[src/rtl/line_bridge_pkg.sv]
`default_nettype none

package line_bridge_pkg;

    localparam int ADDR_BITS      = 32;
    localparam int BEAT_BITS      = 32;
    localparam int BEATS_PER_LINE = 16;
    localparam int LINE_BITS      = BEAT_BITS * BEATS_PER_LINE;    // 512

    // axi field widths
    localparam int LEN_BITS   = 8;
    localparam int SIZE_BITS  = 3;
    localparam int BURST_BITS = 2;

    typedef logic [ADDR_BITS-1:0] addr_t;   // byte address
    typedef logic [BEAT_BITS-1:0] beat_t;
    typedef logic [LINE_BITS-1:0] line_t;   // beat 0 in the low word
    typedef logic [3:0]           axi_id_t;

    localparam axi_id_t ID_ICACHE = 4'd0;
    localparam axi_id_t ID_DCACHE = 4'd1;

    localparam logic [LEN_BITS-1:0]   BURST_LEN  = 8'd15;  // 16 beats
    localparam logic [SIZE_BITS-1:0]  BURST_SIZE = 3'd2;   // 4 bytes per beat
    localparam logic [BURST_BITS-1:0] BURST_INCR = 2'd1;

endpackage

`default_nettype wire

[src/rtl/line_bridge_top.sv]
`timescale 1ns/1ns
`default_nettype none

module line_bridge_top (
    input  wire                                            aclk,
    input  wire                                            aresetn,
    // instruction cache read
    input  wire                                            i_i_rvalid,
    input  wire line_bridge_pkg::addr_t                    i_i_raddr,
    output logic                                           o_i_rready,
    output line_bridge_pkg::line_t                         o_i_rdata,
    // data cache read
    input  wire                                            i_d_rvalid,
    input  wire line_bridge_pkg::addr_t                    i_d_raddr,
    output logic                                           o_d_rready,
    output line_bridge_pkg::line_t                         o_d_rdata,
    // data cache write
    input  wire                                            i_d_wvalid,
    input  wire line_bridge_pkg::addr_t                    i_d_waddr,
    input  wire line_bridge_pkg::line_t                    i_d_wdata,
    output logic                                           o_d_wready,
    // axi ar
    output line_bridge_pkg::axi_id_t                       o_ar_id,
    output line_bridge_pkg::addr_t                         o_ar_addr,
    output logic [line_bridge_pkg::LEN_BITS-1:0]           o_ar_len,
    output logic [line_bridge_pkg::SIZE_BITS-1:0]          o_ar_size,
    output logic [line_bridge_pkg::BURST_BITS-1:0]         o_ar_burst,
    output logic                                           o_ar_valid,
    input  wire                                            i_ar_ready,
    // axi r
    input  wire line_bridge_pkg::axi_id_t                  i_r_id,
    input  wire line_bridge_pkg::beat_t                    i_r_data,
    input  wire                                            i_r_last,
    input  wire                                            i_r_valid,
    output logic                                           o_r_ready,
    // axi aw
    output line_bridge_pkg::addr_t                         o_aw_addr,
    output logic [line_bridge_pkg::LEN_BITS-1:0]           o_aw_len,
    output logic [line_bridge_pkg::SIZE_BITS-1:0]          o_aw_size,
    output logic [line_bridge_pkg::BURST_BITS-1:0]         o_aw_burst,
    output logic                                           o_aw_valid,
    input  wire                                            i_aw_ready,
    // axi w and b
    output line_bridge_pkg::beat_t                         o_w_data,
    output logic                                           o_w_last,
    output logic                                           o_w_valid,
    input  wire                                            i_w_ready,
    input  wire                                            i_b_valid,
    output logic                                           o_b_ready
);

    line_bridge_pkg::line_t wr_line;   // captured dirty line
    logic                   wr_start;
    logic                   wr_done;

    read_request_arbiter u_rd_arb (
        .aclk(aclk), .aresetn(aresetn),
        .i_i_rvalid(i_i_rvalid), .i_i_raddr(i_i_raddr),
        .i_d_rvalid(i_d_rvalid), .i_d_raddr(i_d_raddr),
        .i_i_done(o_i_rready), .i_d_done(o_d_rready),     // acks clear pending flags
        .o_ar_id(o_ar_id), .o_ar_addr(o_ar_addr), .o_ar_len(o_ar_len),
        .o_ar_size(o_ar_size), .o_ar_burst(o_ar_burst),
        .o_ar_valid(o_ar_valid), .i_ar_ready(i_ar_ready)
    );

    read_line_assembler u_rd_asm (
        .aclk(aclk), .aresetn(aresetn),
        .i_r_id(i_r_id), .i_r_data(i_r_data), .i_r_last(i_r_last),
        .i_r_valid(i_r_valid), .o_r_ready(o_r_ready),
        .o_i_rdata(o_i_rdata), .o_i_rready(o_i_rready),
        .o_d_rdata(o_d_rdata), .o_d_rready(o_d_rready)
    );

    write_request_issuer u_wr_iss (
        .aclk(aclk), .aresetn(aresetn),
        .i_d_wvalid(i_d_wvalid), .i_d_waddr(i_d_waddr), .i_d_wdata(i_d_wdata),
        .o_d_wready(o_d_wready),
        .o_aw_addr(o_aw_addr), .o_aw_len(o_aw_len), .o_aw_size(o_aw_size),
        .o_aw_burst(o_aw_burst), .o_aw_valid(o_aw_valid), .i_aw_ready(i_aw_ready),
        .o_b_ready(o_b_ready), .i_b_valid(i_b_valid),
        .o_line(wr_line), .o_start(wr_start), .i_done(wr_done)
    );

    write_line_serializer u_wr_ser (
        .aclk(aclk), .aresetn(aresetn),
        .i_start(wr_start), .i_line(wr_line),
        .o_w_data(o_w_data), .o_w_last(o_w_last), .o_w_valid(o_w_valid),
        .i_w_ready(i_w_ready), .o_done(wr_done)
    );

endmodule

`default_nettype wire

[src/rtl/read_line_assembler.sv]
`timescale 1ns/1ns
`default_nettype none

module read_line_assembler (
    input  wire                              aclk,
    input  wire                              aresetn,
    input  wire line_bridge_pkg::axi_id_t    i_r_id,
    input  wire line_bridge_pkg::beat_t      i_r_data,
    input  wire                              i_r_last,
    input  wire                              i_r_valid,
    output logic                             o_r_ready,
    output line_bridge_pkg::line_t           o_i_rdata,
    output logic                             o_i_rready,
    output line_bridge_pkg::line_t           o_d_rdata,
    output logic                             o_d_rready
);

    // earlier beats of the burst with the oldest at the bottom
    logic [line_bridge_pkg::LINE_BITS-line_bridge_pkg::BEAT_BITS-1:0] beat_buf;
    line_bridge_pkg::line_t line_q;
    logic                   deliver_q;      // line on the outputs this cycle
    logic                   r_hs;
    logic                   r_end;

    assign o_r_ready = !deliver_q;
    assign r_hs      = i_r_valid && o_r_ready;
    assign r_end     = r_hs && i_r_last;

    always_ff @(posedge aclk or negedge aresetn)
    begin
        if (!aresetn)
        begin
            deliver_q  <= 1'b0;
            o_i_rready <= 1'b0;
            o_d_rready <= 1'b0;
        end
        else
        begin
            deliver_q  <= r_end;
            o_i_rready <= r_end && (i_r_id == line_bridge_pkg::ID_ICACHE);
            o_d_rready <= r_end && (i_r_id == line_bridge_pkg::ID_DCACHE);
        end
    end

    // each burst refills the whole buffer
    always_ff @(posedge aclk)
    begin
        if (r_end)
            line_q <= {i_r_data, beat_buf};
        else if (r_hs)
            beat_buf <= {i_r_data, beat_buf[$bits(beat_buf)-1:line_bridge_pkg::BEAT_BITS]};
    end

    assign o_i_rdata = line_q;  // ack picks the owner of the shared line
    assign o_d_rdata = line_q;

endmodule

`default_nettype wire

[src/rtl/read_request_arbiter.sv]
`timescale 1ns/1ns
`default_nettype none

module read_request_arbiter (
    input  wire                                            aclk,
    input  wire                                            aresetn,
    input  wire                                            i_i_rvalid,
    input  wire line_bridge_pkg::addr_t                    i_i_raddr,
    input  wire                                            i_d_rvalid,
    input  wire line_bridge_pkg::addr_t                    i_d_raddr,
    input  wire                                            i_i_done,
    input  wire                                            i_d_done,
    output line_bridge_pkg::axi_id_t                       o_ar_id,
    output line_bridge_pkg::addr_t                         o_ar_addr,
    output logic [line_bridge_pkg::LEN_BITS-1:0]           o_ar_len,
    output logic [line_bridge_pkg::SIZE_BITS-1:0]          o_ar_size,
    output logic [line_bridge_pkg::BURST_BITS-1:0]         o_ar_burst,
    output logic                                           o_ar_valid,
    input  wire                                            i_ar_ready
);

    logic i_pend;       // icache burst issued, line not yet delivered
    logic d_pend;
    logic slot_free;
    logic load_d;
    logic load_i;

    // slot frees up in the handshake cycle itself
    assign slot_free = !o_ar_valid || i_ar_ready;

    // dcache wins when both are waiting
    assign load_d = slot_free && i_d_rvalid && !d_pend;
    assign load_i = slot_free && i_i_rvalid && !i_pend && !load_d;

    always_ff @(posedge aclk or negedge aresetn)
    begin
        if (!aresetn)
        begin
            o_ar_valid <= 1'b0;
            i_pend     <= 1'b0;
            d_pend     <= 1'b0;
        end
        else
        begin
            if (slot_free)
                o_ar_valid <= load_d || load_i;
            if (load_d)
                d_pend <= 1'b1;
            else if (i_d_done)
                d_pend <= 1'b0;     // line handed back
            if (load_i)
                i_pend <= 1'b1;
            else if (i_i_done)
                i_pend <= 1'b0;
        end
    end

    // address slot payload
    always_ff @(posedge aclk)
    begin
        if (load_d)
        begin
            o_ar_id   <= line_bridge_pkg::ID_DCACHE;
            o_ar_addr <= i_d_raddr;
        end
        else if (load_i)
        begin
            o_ar_id   <= line_bridge_pkg::ID_ICACHE;
            o_ar_addr <= i_i_raddr;
        end
    end

    assign o_ar_len   = line_bridge_pkg::BURST_LEN;
    assign o_ar_size  = line_bridge_pkg::BURST_SIZE;
    assign o_ar_burst = line_bridge_pkg::BURST_INCR;

endmodule

`default_nettype wire

[src/rtl/write_line_serializer.sv]
`timescale 1ns/1ns
`default_nettype none

module write_line_serializer (
    input  wire                              aclk,
    input  wire                              aresetn,
    input  wire                              i_start,
    input  wire line_bridge_pkg::line_t      i_line,
    output line_bridge_pkg::beat_t           o_w_data,
    output logic                             o_w_last,
    output logic                             o_w_valid,
    input  wire                              i_w_ready,
    output logic                             o_done
);

    line_bridge_pkg::line_t                               shift_q;
    logic [$clog2(line_bridge_pkg::BEATS_PER_LINE)-1:0]   beat_cnt;  // beats accepted
    logic                                                 w_hs;

    assign w_hs     = o_w_valid && i_w_ready;
    assign o_w_data = shift_q[line_bridge_pkg::BEAT_BITS-1:0];
    assign o_w_last = o_w_valid && (beat_cnt == $bits(beat_cnt)'(line_bridge_pkg::BEATS_PER_LINE - 1));

    always_ff @(posedge aclk or negedge aresetn)
    begin
        if (!aresetn)
        begin
            o_w_valid <= 1'b0;
            beat_cnt  <= '0;
            o_done    <= 1'b0;
        end
        else
        begin
            o_done <= w_hs && o_w_last;
            if (i_start)
            begin
                o_w_valid <= 1'b1;
                beat_cnt  <= '0;
            end
            else if (w_hs)
            begin
                beat_cnt <= beat_cnt + 1'b1;   // wraps to 0 after beat 15
                if (o_w_last)
                    o_w_valid <= 1'b0;
            end
        end
    end

    // low word goes out first
    always_ff @(posedge aclk)
    begin
        if (i_start)
            shift_q <= i_line;
        else if (w_hs)
            shift_q <= shift_q >> line_bridge_pkg::BEAT_BITS;
    end

endmodule

`default_nettype wire

[src/rtl/write_request_issuer.sv]
`timescale 1ns/1ns
`default_nettype none

module write_request_issuer (
    input  wire                                            aclk,
    input  wire                                            aresetn,
    input  wire                                            i_d_wvalid,
    input  wire line_bridge_pkg::addr_t                    i_d_waddr,
    input  wire line_bridge_pkg::line_t                    i_d_wdata,
    output logic                                           o_d_wready,
    output line_bridge_pkg::addr_t                         o_aw_addr,
    output logic [line_bridge_pkg::LEN_BITS-1:0]           o_aw_len,
    output logic [line_bridge_pkg::SIZE_BITS-1:0]          o_aw_size,
    output logic [line_bridge_pkg::BURST_BITS-1:0]         o_aw_burst,
    output logic                                           o_aw_valid,
    input  wire                                            i_aw_ready,
    output logic                                           o_b_ready,
    input  wire                                            i_b_valid,
    output line_bridge_pkg::line_t                         o_line,
    output logic                                           o_start,
    input  wire                                            i_done
);

    typedef enum logic [1:0] {
        W_IDLE,
        W_ADDR,
        W_DATA,
        W_RESP
    } w_state_t;

    w_state_t state;
    logic     capture;

    // the ack cycle still sees the old request level, skip it
    assign capture = (state == W_IDLE) && i_d_wvalid && !o_d_wready;
    assign o_start = (state == W_ADDR) && i_aw_ready;  // serializer loads on the aw handshake

    always_ff @(posedge aclk or negedge aresetn)
    begin
        if (!aresetn)
        begin
            state      <= W_IDLE;
            o_d_wready <= 1'b0;
        end
        else
        begin
            o_d_wready <= 1'b0;
            case (state)
                W_IDLE: if (capture) state <= W_ADDR;
                W_ADDR: if (i_aw_ready) state <= W_DATA;
                W_DATA: if (i_done) state <= W_RESP;
                W_RESP:
                begin
                    if (i_b_valid)
                    begin
                        state      <= W_IDLE;
                        o_d_wready <= 1'b1;
                    end
                end
                default: state <= W_IDLE;
            endcase
        end
    end

    always_ff @(posedge aclk)
    begin
        if (capture)
        begin
            o_aw_addr <= i_d_waddr;
            o_line    <= i_d_wdata;
        end
    end

    assign o_aw_valid = (state == W_ADDR);
    assign o_b_ready  = (state == W_RESP);
    assign o_aw_len   = line_bridge_pkg::BURST_LEN;
    assign o_aw_size  = line_bridge_pkg::BURST_SIZE;
    assign o_aw_burst = line_bridge_pkg::BURST_INCR;

endmodule

`default_nettype wire
[config.mk]
export PLATFORM = sky130hd
export DESIGN_NAME = line_bridge_top
export DESIGN_NICKNAME = d
export VERILOG_FILES = /design/src/rtl/line_bridge_pkg.sv /design/src/rtl/line_bridge_top.sv /design/src/rtl/read_line_assembler.sv /design/src/rtl/read_request_arbiter.sv /design/src/rtl/write_line_serializer.sv /design/src/rtl/write_request_issuer.sv
export SDC_FILE = /design/constraint.sdc
export NUM_CORES = 2
export LEC_CHECK = 0
export BUFFER_PORTS_ARGS = -buffer_cell sky130_fd_sc_hd__buf_2
export CELL_PAD_IN_SITES_DETAIL_PLACEMENT = 0
export CELL_PAD_IN_SITES_GLOBAL_PLACEMENT = 2
export CORE_AREA = 2 2 700 702
export CTS_BUF_LIST = sky130_fd_sc_hd__clkbuf_4
export DETAILED_ROUTE_END_ITERATION = 16
export DIE_AREA = 0 0 702 704
export GPL_ROUTABILITY_DRIVEN = 0
export MAX_ROUTING_LAYER = met4
export PLACE_DENSITY = 0.46
export SYNTH_ARGS = -nofsm -noshare
export SYNTH_HDL_FRONTEND = slang
export SYNTH_SLANG_ARGS = --single-unit
export TNS_END_PERCENT = 5
[constraint.sdc]
create_clock -name aclk -period 41.1 [get_ports aclk]
set_clock_uncertainty 0.05 [all_clocks]
set_input_delay 8.22 -clock aclk [delete_from_list [all_inputs] [get_ports aclk]]
set_output_delay 8.22 -clock aclk [all_outputs]
set_load 0.005 [all_outputs]
==> results.yml <==
routing:
  drt-total-wl_um: 333000
  ant_nets: 0
  drtIter0Drc: 3604
  wl_per_cell_um: 25.2
  drc_errors: 0
  viasPerCell: 3.36
  firstDrtPassIters: 8
  vias: 44312
global_routing:
  track_usage: 0.132
  grt_max_degree: 175
  antenna_found_initial: 298
  busiest_layer: "met2"
  grt_pass1_vias: 44591
  grt_util_met2: 0.187
  gr-total-overflow: 0
  grtUsageMet3: 0.0881
  grt_pass1_wl_um: 424000
  met1_usage: 0.150
sta:
  layout_worst_path_cycle_share: 0.288
  fmax_mhz: 84.6
  grt_setup_unrepaired: "no"
  maxSlewViolCount: 0
  hold_ws_ps: 329
  finalSetupViolations: 0
  worstMarginPinSlew_ps: 1140
  slew_headroom: 0.239
  hold_violations: 0
  tns_ps: 0
  finalCriticalPeriod_ps: 11820
critical_path:
  endpoint: "u_wr_ser.shift_q[59]$_DFFE_PP_"
  cp.arrival_ps: 12760
  reg2reg_from: "u_wr_iss.state[1]$_DFFE_PN0P_"
  r2r-end: "u_wr_ser.shift_q[59]$_DFFE_PP_"
  crit_required_ps: 42040
  r2r_slack_ps: 35410
  r2r_cells: 9
  cp_max_fo: 57
  timing_worst_setup_path_type: "in2reg"
  startpoint: "i_aw_ready"
  setup.worst_path.start_class: "primary input"
  crit_path_end_kind: "register"
clock_network:
  cts_root_buffer: "clkbuf_4"
  clk_latency_ps: 1470
  tritoncts: "yes"
  htreeDepth: 6
  clock-sinks: 2096
  clkTransAtPathRegs_ps: 70
  cts_max_path_buffers: 4
  cts_setup_buffers: 0
  cts_made_buffers: 611
  cts_resized: 0
  hold_buffers: 0
worst_hold_path:
  hold_path.class: "reg2reg"
pwr:
  fin_total_pwr_uw: 5760
  cellPowerDensity_nw_per_um2: 60.7
  ir_drop_uv: 25.7
  p_leak_uw: 0.0365
placed_design:
  dp_hpwl_um: 254000
  dp_cells: 11998
  port_buffers: 1784
floorplanning:
  dieHeight_um: 704
  start_util: 0.152
  rows: 257
  io_pins: 1814
  dieArea_um2: 494000
  coreArea_um2: 487000
  die_x_um: 702
final_layout:
  nNetsFinal: 6796
  fin_cells: 13203
  syn_to_final_growth_pct: 28.1
  fillers: 53156
  final_core_util: 0.195
  layout_commonest_cell: "edfxtp_1"
  layout_common_cells: "2,080 x edfxtp_1, 1,784 x buf_2, 1,445 x nand2_1, 883 x clkbuf_4, 104 x clkinv_1"
  drive_gt1_frac: 0.430
synthesis:
  seq_area_frac_synth: 0.848
  yosys_warnings: 0
  synth_area_um2: 74100
  avgSynthCellArea_um2: 17.0
  syn_inst: 4352
  ys_types: 32
  synth-seq-cells: 2096
status:
  status: "finished, final reports clean"
run:
  drv_cap: 0
==> kinds of logic (layout without fill, tap and decap cells) <==
family,after synthesis,count (layout),synth area share
mux,33,33,0.00506
xor+xnor,2,2,0.000236
compound gates,10,10,0.000844
flops,2096,2096,0.848
fa+ha+maj,5,5,0.000844
simple gates,1505,1505,0.0780
buf+inv,699,2904,0.0669
other cells,2,173,0.000101
==> worst min path at each step <==
stage	from	endpoint	slack (ps)	depth (start not counted)
after detailed placement	u_rd_asm.beat_buf[3]$_DFFE_PP_	u_rd_asm.o_d_rdata[3]$_DFFE_PP_	350	0
after global placement	u_rd_asm.beat_buf[22]$_DFFE_PP_	u_rd_asm.o_d_rdata[22]$_DFFE_PP_	350	0
final	u_rd_asm.beat_buf[478]$_DFFE_PP_	u_rd_asm.beat_buf[446]$_DFFE_PP_	330	0
after global routing	u_rd_asm.beat_buf[478]$_DFFE_PP_	u_rd_asm.beat_buf[446]$_DFFE_PP_	300	0
after floorplan	u_rd_asm.beat_buf[0]$_DFFE_PP_	u_rd_asm.o_d_rdata[0]$_DFFE_PP_	350	0
after CTS	u_rd_asm.beat_buf[478]$_DFFE_PP_	u_rd_asm.beat_buf[446]$_DFFE_PP_	320	0
==> area by class of cell <==
| type | count | area (um2) | area share |
|---|---|---|---|
| diodes | 144 | 360 | 0.00379 |
| flip-flops and latches | 2096 | 62900 | 0.662 |
| well taps | 6475 | 8100 | 0.0853 |
| repair buffers | 1833 | 9350 | 0.0984 |
| clock inverters | 178 | 1180 | 0.0125 |
| inverters | 10 | 45.0 | 0.000474 |
| clock buffers | 883 | 6630 | 0.0698 |
| multi-input cells | 1584 | 6440 | 0.0679 |
==> stage by stage <==
| stage | setup slack [ps] | area, um2 |
|---|---|---|
| after floorplan | 8800 | 74200 |
| after global placement | 27680 | 86800 |
| after detailed placement | 27610 | 86800 |
| after CTS | 29290 | 94600 |
| after global routing | 28970 | 94900 |
| final | 29280 | 95000 |
==> sequential cells by signal, indices dropped and copies added (netlist names), 2 cells and up <==
signal / flops
u_rd_arb.o_ar_addr: 32
u_wr_ser.beat_cnt: 4
u_rd_asm.beat_buf: 480
u_wr_ser.shift_q: 512
u_rd_asm.o_d_rdata: 512
u_wr_iss.o_aw_addr: 32
u_wr_iss.state: 2
u_wr_iss.o_line: 512
==> metal layers <==
metal / share of wire / vias to the layer above / wire [um]
met4: 0.030 / 0 / 9910
met3: 0.15 / 796 / 51500
met2: 0.42 / 2603 / 141000
met5: 0 / - / 0
met1: 0.39 / 21908 / 130000
li1: - / 19005 / -
==> cell usage after synthesis, drive strengths merged <==
cell	number	area share
nand3b	1	0.00010
and3	32	0.0027
nor2b	3	0.00025
ha	5	0.00084
clkbuf	46	0.0023
dfxtp	1	0.00027
mux2	33	0.0051
o22ai	1	0.000084
nand2	1447	0.073
a2111o	1	0.00015
dfrtp	15	0.0051
o21ai	4	0.00027
or4	1	0.00010
a21bo	1	0.00014
inv	10	0.00051
nand2b	2	0.00020
or3	1	0.000084
buf	643	0.064
edfxtp	2080	0.84
a21oi	3	0.00020
nor4	1	0.000084
and2	2	0.00017
nand3	7	0.00054
nor3b	1	0.00010
nor2	7	0.00035
xor2	2	0.00024
conb	2	0.00010
==> critical path, stage by stage <==
cell     delay, ps
buf_2           90
buf_4          400
nand2_4        380
nand2_4        710
buf_4          640
buf_4          670
buf_4          640
buf_4          740
==> power breakdown <==
group | switching, uW | leakage [uW] | internal [uW]
Sequential | 160 | 0.0199 | 2850
Combinational | 523 | 0.0120 | 194
Clock | 968 | 0.00464 | 1070
No activity file was read; power rests on OpenSTA's default activity.
